===== src/include/vr_params.svh =====
/* vector load engine widths */

`ifndef VR_PARAMS_SVH
`define VR_PARAMS_SVH

// ------------------------------------------------------------
// address and read channel
// ------------------------------------------------------------
`define VR_ADDR_W          18   // byte address
`define VR_BEAT_W          64   // one R beat
`define VR_LEN_W           8    // axi len field
`define VR_BEAT_BYTES_LOG2 3    // 8 bytes per beat

// ------------------------------------------------------------
// load side
// ------------------------------------------------------------
`define VR_BEATS_PER_LINE  4    // beats packed per line
`define VR_LINE_W          256  // load line width
`define VR_NBYTES_W        14   // byte count, up to 2048

`endif


===== src/hdl/vr_axi_pkg.sv =====
/* read channel types */

package vr_axi_pkg;

  `include "vr_params.svh"

  // ------------------------------------------------------------
  // AR channel fields
  // ------------------------------------------------------------
  typedef logic [`VR_ADDR_W-1:0] axi_addr_t;  // byte address
  typedef logic [`VR_LEN_W-1:0]  axi_len_t;   // beats minus one

  // ------------------------------------------------------------
  // R channel fields
  // ------------------------------------------------------------
  typedef logic [`VR_BEAT_W-1:0] axi_beat_t;  // one data beat

  // standard axi response encoding
  typedef enum logic [1:0] {
    OKAY   = 2'd0,
    EXOKAY = 2'd1,
    SLVERR = 2'd2,  // slave side error
    DECERR = 2'd3   // no slave at address
  } axi_resp_e;

endpackage


===== src/hdl/vr_load_pkg.sv =====
/* load side types */

package vr_load_pkg;

  `include "vr_params.svh"

  // ------------------------------------------------------------
  // command and line types
  // ------------------------------------------------------------
  typedef logic [`VR_NBYTES_W-1:0] num_bytes_t;  // multiple of 32
  typedef logic [`VR_LINE_W-1:0]   load_line_t;  // four beats

  // position of a beat inside its line
  typedef logic [$clog2(`VR_BEATS_PER_LINE)-1:0] beat_idx_t;

  // command issue fsm
  typedef enum logic {
    CMD_IDLE,   // ready for a command
    CMD_ISSUE   // AR request waiting on arready
  } cmd_state_e;

endpackage


===== src/hdl/vr_cmd_issue.sv =====
/* load command intake and AR issue */

`timescale 1ns/1ps
`include "vr_params.svh"

module vr_cmd_issue
  import vr_axi_pkg::*;
  import vr_load_pkg::*;
(
  input  logic       clk,
  input  logic       rst_n,
  input  logic       ctrl_valid,
  output logic       ctrl_ready,
  input  axi_addr_t  ctrl_addr,
  input  num_bytes_t ctrl_num_bytes,
  output logic       arvalid,
  input  logic       arready,
  output axi_addr_t  araddr,
  output axi_len_t   arlen
);

  cmd_state_e state;
  num_bytes_t beat_cnt;   // beats in the burst
  axi_len_t   len_next;
  logic       ctrl_fire;
  logic       ar_fire;

  // ------------------------------------------------------------
  // burst length
  // ------------------------------------------------------------
  assign beat_cnt = ctrl_num_bytes >> `VR_BEAT_BYTES_LOG2;
  assign len_next = axi_len_t'(beat_cnt - 1'b1);  // 2048 bytes -> 255

  assign ctrl_ready = (state == CMD_IDLE);   // one request at a time
  assign arvalid    = (state == CMD_ISSUE);
  assign ctrl_fire  = ctrl_valid && ctrl_ready;
  assign ar_fire    = arvalid && arready;

  // fsm
  always_ff @(posedge clk) begin
    if (!rst_n) begin
      state <= CMD_IDLE;
    end else if (ctrl_fire) begin
      state <= CMD_ISSUE;
    end else if (ar_fire) begin
      state <= CMD_IDLE;   // back to intake
    end
  end

  // request payload, held until arready
  always_ff @(posedge clk) begin
    if (ctrl_fire) begin
      araddr <= ctrl_addr;
      arlen  <= len_next;
    end
  end

endmodule


===== src/hdl/vr_beat_packer.sv =====
/* R beat to load line packer */

`timescale 1ns/1ps
`include "vr_params.svh"

module vr_beat_packer
  import vr_axi_pkg::*;
  import vr_load_pkg::*;
(
  input  logic       clk,
  input  logic       rst_n,
  input  logic       beat_fire,   // accepted R beat
  input  axi_beat_t  rdata,
  input  logic       rlast,
  output logic       line_done,
  output load_line_t line_data
);

  localparam int        HELD_BEATS = `VR_BEATS_PER_LINE - 1;
  localparam beat_idx_t LAST_IDX   = beat_idx_t'(HELD_BEATS);

  beat_idx_t beat_idx;               // slot of the next beat
  axi_beat_t held_beats [HELD_BEATS];  // first three beats of a line

  // ------------------------------------------------------------
  // beat position counter
  // ------------------------------------------------------------
  always_ff @(posedge clk) begin
    if (!rst_n) begin
      beat_idx <= '0;
    end else if (beat_fire) begin
      if (rlast || (beat_idx == LAST_IDX)) begin
        beat_idx <= '0;   // rlast lands on a line boundary anyway
      end else begin
        beat_idx <= beat_idx + 1'b1;
      end
    end
  end

  // hold beats until the line completes
  always_ff @(posedge clk) begin
    if (beat_fire && (beat_idx != LAST_IDX)) begin
      held_beats[beat_idx] <= rdata;
    end
  end

  // ------------------------------------------------------------
  // line assembly, beat 0 in the low bits
  // ------------------------------------------------------------
  always_comb begin
    for (int i = 0; i < HELD_BEATS; i++) begin
      line_data[i*`VR_BEAT_W +: `VR_BEAT_W] = held_beats[i];
    end
    line_data[HELD_BEATS*`VR_BEAT_W +: `VR_BEAT_W] = rdata;  // fourth beat passes through
  end

  assign line_done = beat_fire && (beat_idx == LAST_IDX);

endmodule


===== src/hdl/vr_resp_tracker.sv =====
/* per burst first error capture */

`timescale 1ns/1ps

module vr_resp_tracker
  import vr_axi_pkg::*;
(
  input  logic      clk,
  input  logic      rst_n,
  input  logic      beat_fire,   // accepted R beat
  input  axi_resp_e rresp,
  input  logic      rlast,
  output logic      burst_done,
  output axi_resp_e burst_resp
);

  logic      err_seen;   // error already recorded this burst
  axi_resp_e err_code;   // first error code
  logic      cur_err;

  assign cur_err    = (rresp == SLVERR) || (rresp == DECERR);
  assign burst_done = beat_fire && rlast;

  // ------------------------------------------------------------
  // error flag, cleared at end of burst
  // ------------------------------------------------------------
  always_ff @(posedge clk) begin
    if (!rst_n) begin
      err_seen <= 1'b0;
    end else if (beat_fire) begin
      if (rlast) begin
        err_seen <= 1'b0;
      end else if (cur_err) begin
        err_seen <= 1'b1;
      end
    end
  end

  // keep only the first one
  always_ff @(posedge clk) begin
    if (beat_fire && !err_seen && cur_err) begin
      err_code <= rresp;
    end
  end

  // burst response, valid with burst_done
  always_comb begin
    if (err_seen) begin
      burst_resp = err_code;
    end else if (cur_err) begin
      burst_resp = rresp;   // error on the last beat itself
    end else begin
      burst_resp = OKAY;    // exokay folds to okay too
    end
  end

endmodule


===== src/hdl/vr_load_retire.sv =====
/* line and response retire */

`timescale 1ns/1ps

module vr_load_retire
  import vr_axi_pkg::*;
  import vr_load_pkg::*;
(
  input  logic       clk,
  input  logic       rst_n,
  input  logic       line_done,
  input  load_line_t line_data,
  input  logic       burst_done,
  input  axi_resp_e  burst_resp,
  output logic       rready,
  output logic       data_valid,
  input  logic       data_ready,
  output load_line_t data_line,
  output logic       resp_valid,
  input  logic       resp_ready,
  output axi_resp_e  resp_code
);

  logic line_full;    // line register occupied
  logic resp_full;    // response register occupied
  logic line_drain;
  logic resp_drain;

  // ------------------------------------------------------------
  // handshakes and back-pressure
  // ------------------------------------------------------------
  assign line_drain = line_full && data_ready;
  assign resp_drain = resp_valid && resp_ready;

  // room for a line, and no response parked
  assign rready = (!line_full || data_ready) && !resp_full;

  assign data_valid = line_full;

  // last line of the burst is captured with the response and no
  // further line enters while resp_full, so an empty line register
  // means that burst's lines are all gone
  assign resp_valid = resp_full && !line_full;

  // ------------------------------------------------------------
  // line register
  // ------------------------------------------------------------
  always_ff @(posedge clk) begin
    if (!rst_n) begin
      line_full <= 1'b0;
    end else if (line_done) begin
      line_full <= 1'b1;   // refill on same edge as drain
    end else if (line_drain) begin
      line_full <= 1'b0;
    end
  end

  always_ff @(posedge clk) begin
    if (line_done) begin
      data_line <= line_data;
    end
  end

  // ------------------------------------------------------------
  // response register
  // ------------------------------------------------------------
  always_ff @(posedge clk) begin
    if (!rst_n) begin
      resp_full <= 1'b0;
    end else if (burst_done) begin
      resp_full <= 1'b1;
    end else if (resp_drain) begin
      resp_full <= 1'b0;
    end
  end

  always_ff @(posedge clk) begin
    if (burst_done) begin
      resp_code <= burst_resp;
    end
  end

endmodule


===== src/hdl/vreader_top.sv =====
/* vector load engine top */

`timescale 1ns/1ps

module vreader_top
  import vr_axi_pkg::*;
  import vr_load_pkg::*;
(
  input  logic       clk,
  input  logic       rst_n,
  // load command
  input  logic       ctrl_valid,
  output logic       ctrl_ready,
  input  axi_addr_t  ctrl_addr,
  input  num_bytes_t ctrl_num_bytes,
  // AR channel
  output logic       arvalid,
  input  logic       arready,
  output axi_addr_t  araddr,
  output axi_len_t   arlen,
  // R channel
  input  logic       rvalid,
  output logic       rready,
  input  axi_beat_t  rdata,
  input  axi_resp_e  rresp,
  input  logic       rlast,
  // load lines
  output logic       data_valid,
  input  logic       data_ready,
  output load_line_t data_line,
  // burst response
  output logic       resp_valid,
  input  logic       resp_ready,
  output axi_resp_e  resp_code
);

  logic       beat_fire;    // one accepted R beat
  logic       line_done;
  load_line_t line_data;
  logic       burst_done;
  axi_resp_e  burst_resp;

  assign beat_fire = rvalid && rready;

  vr_cmd_issue u_cmd_issue (
    .clk            (clk),
    .rst_n          (rst_n),
    .ctrl_valid     (ctrl_valid),
    .ctrl_ready     (ctrl_ready),
    .ctrl_addr      (ctrl_addr),
    .ctrl_num_bytes (ctrl_num_bytes),
    .arvalid        (arvalid),
    .arready        (arready),
    .araddr         (araddr),
    .arlen          (arlen)
  );

  // packer and tracker see the same beat
  vr_beat_packer u_beat_packer (
    .clk       (clk),
    .rst_n     (rst_n),
    .beat_fire (beat_fire),
    .rdata     (rdata),
    .rlast     (rlast),
    .line_done (line_done),
    .line_data (line_data)
  );

  vr_resp_tracker u_resp_tracker (
    .clk        (clk),
    .rst_n      (rst_n),
    .beat_fire  (beat_fire),
    .rresp      (rresp),
    .rlast      (rlast),
    .burst_done (burst_done),
    .burst_resp (burst_resp)
  );

  vr_load_retire u_load_retire (
    .clk        (clk),
    .rst_n      (rst_n),
    .line_done  (line_done),
    .line_data  (line_data),
    .burst_done (burst_done),
    .burst_resp (burst_resp),
    .rready     (rready),
    .data_valid (data_valid),
    .data_ready (data_ready),
    .data_line  (data_line),
    .resp_valid (resp_valid),
    .resp_ready (resp_ready),
    .resp_code  (resp_code)
  );

endmodule


===== config.mk =====
export PLATFORM = sky130hd
export DESIGN_NAME = vreader_top
export DESIGN_NICKNAME = d
export VERILOG_FILES = /design/src/hdl/vr_axi_pkg.sv /design/src/hdl/vr_load_pkg.sv /design/src/hdl/vr_cmd_issue.sv /design/src/hdl/vr_beat_packer.sv /design/src/hdl/vr_resp_tracker.sv /design/src/hdl/vr_load_retire.sv /design/src/hdl/vreader_top.sv
export VERILOG_INCLUDE_DIRS = /design/src /design/src/include
export SDC_FILE = /design/constraint.sdc
export NUM_CORES = 1
export LEC_CHECK = 0
export ABC_AREA = 1
export ABC_CLOCK_PERIOD_IN_PS = 11100
export BUFFER_PORTS_ARGS = -buffer_cell sky130_fd_sc_hd__clkbuf_2
export CORE_UTILIZATION = 47
export CTS_CLUSTER_DIAMETER = 50
export DETAILED_ROUTE_END_ITERATION = 8
export GPL_ROUTABILITY_DRIVEN = 0
export PLACE_DENSITY_LB_ADDON = 0.08
export SLEW_MARGIN = 20
export SYNTH_ARGS = -nofsm -noshare
export SYNTH_HDL_FRONTEND = slang
export SYNTH_SLANG_ARGS = --single-unit
export TNS_END_PERCENT = 10

===== constraint.sdc =====
create_clock -name clk -period 11.1 [get_ports clk]
set_input_delay 0.555 -clock clk [delete_from_list [all_inputs] [get_ports clk]]
set_output_delay 0.555 -clock clk [all_outputs]
set_load 0.01 [all_outputs]

==> run metrics <==
Clk pin slew, worst setup/hold paths 0.06 ns; cts repair resizes 0; Core ar. 30,910 um^2; Clk Latency, worst-skew pair 0.54 ns; cell row count 64; Worst Setup End Kind register; post-synthesis cell count 565; Clock power frac 39.9%; Clock Tree Root clkbuf_16; Netlist Area Pre-Place 14,910 um^2; Num CTS Buffers 48; Clock Tree Buf Depth 3; number of fill cells 2,274; port bufs 388; wire per inst 18.54 um; largest net degree at the start of global routing 84; Flop pwr share 57.3%; die area 32,430 um^2; DRT iter0 DRCs 378; CTS tree yes; Syn Nets 676; pwr dens 192.5 nW/um^2; Internal Power 2.924 mW; Net Sw Frac 19.37%; CP Class register to register; Post-synth top cells 478 x edfxtp_1, 20 x inv_1, 16 x nand2_1; htree depth 2; Avg Vias per Cell 4.696; IO Count 395; CP Data Required Time 11.25 ns; R2R Path Start u_beat_packer.beat_idx[0]$_SDFFE_PN0N_; Synth area leader edfxtp_1; Die X 180.1 um; area of the multi-input gates 376.6 um^2; #FFs+latches synth 484; Yosys cell types 20; initial antenna violation count 0; DP HPWL 16,990 um; CP Launch Type register; Post-CTS Hold Buffers 0; worst rel slew slack 29.79%; min cycle time layout 3.590 ns; ANT nets after route 0; Final period util 32.34%; status finished clean; Via Count 6,767; most used flip-flop cell after synthesis edfxtp_1; hold_sp ctrl_addr[12]; first-pass detailed-route iteration total 5; WL final 26,710 um; Pleak 7.008 nW; CP arrival 3.74 ns; GR Util All Layers 16.15%; Remaining DRCs 0; sequential element share of the synthesized area 97.10%; Setup TNS 0 ns; initial core utilization 48.23%; Net Sw Power 702.5 uW; largest cells by area after synthesis edfxtp_1 96%, dfxtp_1 0.81%, inv_1 0.50%; CP max-delay cell buf_4; Reg area 14,470 um^2; asr flop ratio synth 0%; post-CTS setup buffers 0; Sinks on Clock Net 484; Ant. Diodes 0; worst path bufs/invs 3; first-pass GRT wire length 39,070 um; Comb pwr share 2.8%; Nets 1,122; Slew Viols, Final 0; Fin. Hold Viols 0; Area Growth Syn to Fin 26.36%; Fin Clk Skew 0.01429 ns; share of cells above drive strength 1 44.88%; Yosys top cell area share 96.29%; top cell family by delay on the critical path buffers and inverters; final setup fails 0; Max Clk Rate 0.2786 GHz; actual slew at the worst max-slew pin 1.053 ns; most frequent cell after synthesis edfxtp_1; max-cap check violation count 0; EDFF count, synth 478; critical-path cell list ha_1 -> inv_1 -> nor2_4 -> buf_4 -> buf_4; vias in the first global route 6,683; CP Launch Point u_beat_packer.beat_idx[0]$_SDFFE_PN0N_; VDD IR-drop max 0.0001382 V; grt total ovfl 0; Avg Synthesized Cell Area 26.38 um^2; crit-path max FO 72; Pwr Total 3.626 mW; CP most frequent cell buf_4; worst min path class input pin to register; crit-path max cell delay 0.87 ns; Die Y 180.1 um; synth warn 0; unrepaired setup endpoints after global routing false
## power groups by stage
stage | clock [mW] | combinational (mW) | sequential (mW)
after global routing | 1.55 | 0.111 | 2.08
final | 1.45 | 0.100 | 2.08
after floorplan | 0 | 0.0292 | 2.13
after global placement | 0 | 0.102 | 2.12
after CTS | 1.48 | 0.104 | 2.08
after detailed placement | 0 | 0.104 | 2.12
## sequential cells by signal, summed over array words and instances (netlist names)
name,cells
data_line,192
u_beat_packer.held_beats,192
u_load_retire.data_line,64
u_cmd_issue.araddr,18
u_cmd_issue.arlen,8
u_beat_packer.beat_idx,2
u_load_retire.resp_code,2
u_resp_tracker.err_code,2
u_cmd_issue.arvalid,1
u_load_retire.data_valid,1
u_load_retire.resp_full,1
u_resp_tracker.err_seen,1
## cell families (layout without fill, tap and decap cells)
family	after synthesis	after routing	share of synthesized area [%]
and+or+nand+nor	41	41	1.377
buffers and inverters	23	503	0.5791
xor gates and xnor gates	4	4	0.2351
adders and majority gates	5	5	0.4197
AOI/OAI and AO/OA	8	8	0.2938
DFF	484	484	97.10
## worst paths after layout
check	end	slack [ns]	depth (start not counted)
min reg2reg	data_line[97]$_DFFE_PP_	0.41	0
max	u_load_retire.data_line[202]$_DFFE_PP_	7.51	5
min	u_cmd_issue.araddr[12]$_DFFE_PP_	0.20	1
max reg2reg	u_load_retire.data_line[202]$_DFFE_PP_	7.51	5
## metrics by stage
step	hold slack (ns)	cells	util [%]	worst slack, ns	cell area (um^2)
final	0.2040	1441	60.94	7.510	18840
after global placement	0.4002	1357	56.40	7.244	17430
after detailed placement	0.4045	1357	56.40	7.148	17430
after floorplan	0.4003	565	-	3.174	14910
after global routing	0.1768	1441	60.94	7.205	18840
after CTS	0.1793	1441	60.94	7.437	18840
## per-layer routing
layer	global-route usage [%]	up-vias	wire, um	share of wire (%)
li1	-	3136	-	-
met1	19.58	3270	10500	39
met2	26.58	303	13010	49
met3	6.063	58	2481	9.3
met4	5.949	0	719	2.7
met5	0	-	0	0
## placed cells by master (no fill, tap or decap), types with 3 or more instances in the layout
cell / netlist / layout
clkinv_1: 0 / 13
nand3_2: 3 / 3
clkbuf_16: 0 / 49
clkbuf_1: 0 / 12
o21ai_0: 3 / 3
edfxtp_1: 478 / 478
clkinvlp_4: 0 / 3
dfxtp_1: 6 / 6
ha_1: 5 / 5
inv_1: 20 / 20
nand4_1: 3 / 3
buf_4: 0 / 8
clkbuf_2: 0 / 388
nor2_1: 13 / 9
a21oi_1: 3 / 3
clkinv_2: 0 / 6
nand2_1: 16 / 16
inv_2: 3 / 3
xor2_1: 3 / 3
nor2_4: 2 / 6
## cell type report
type	count	area share (%)
Inverter	23	0.4583
Clock inverter	23	0.6974
Timing Repair Buffer	396	10.63
Multi-Input combinational cell	58	1.999
Sequential cell	484	76.84
Tap cell	396	2.630
Clock buffer	61	6.749
No activity file was read; power rests on OpenSTA's default activity.
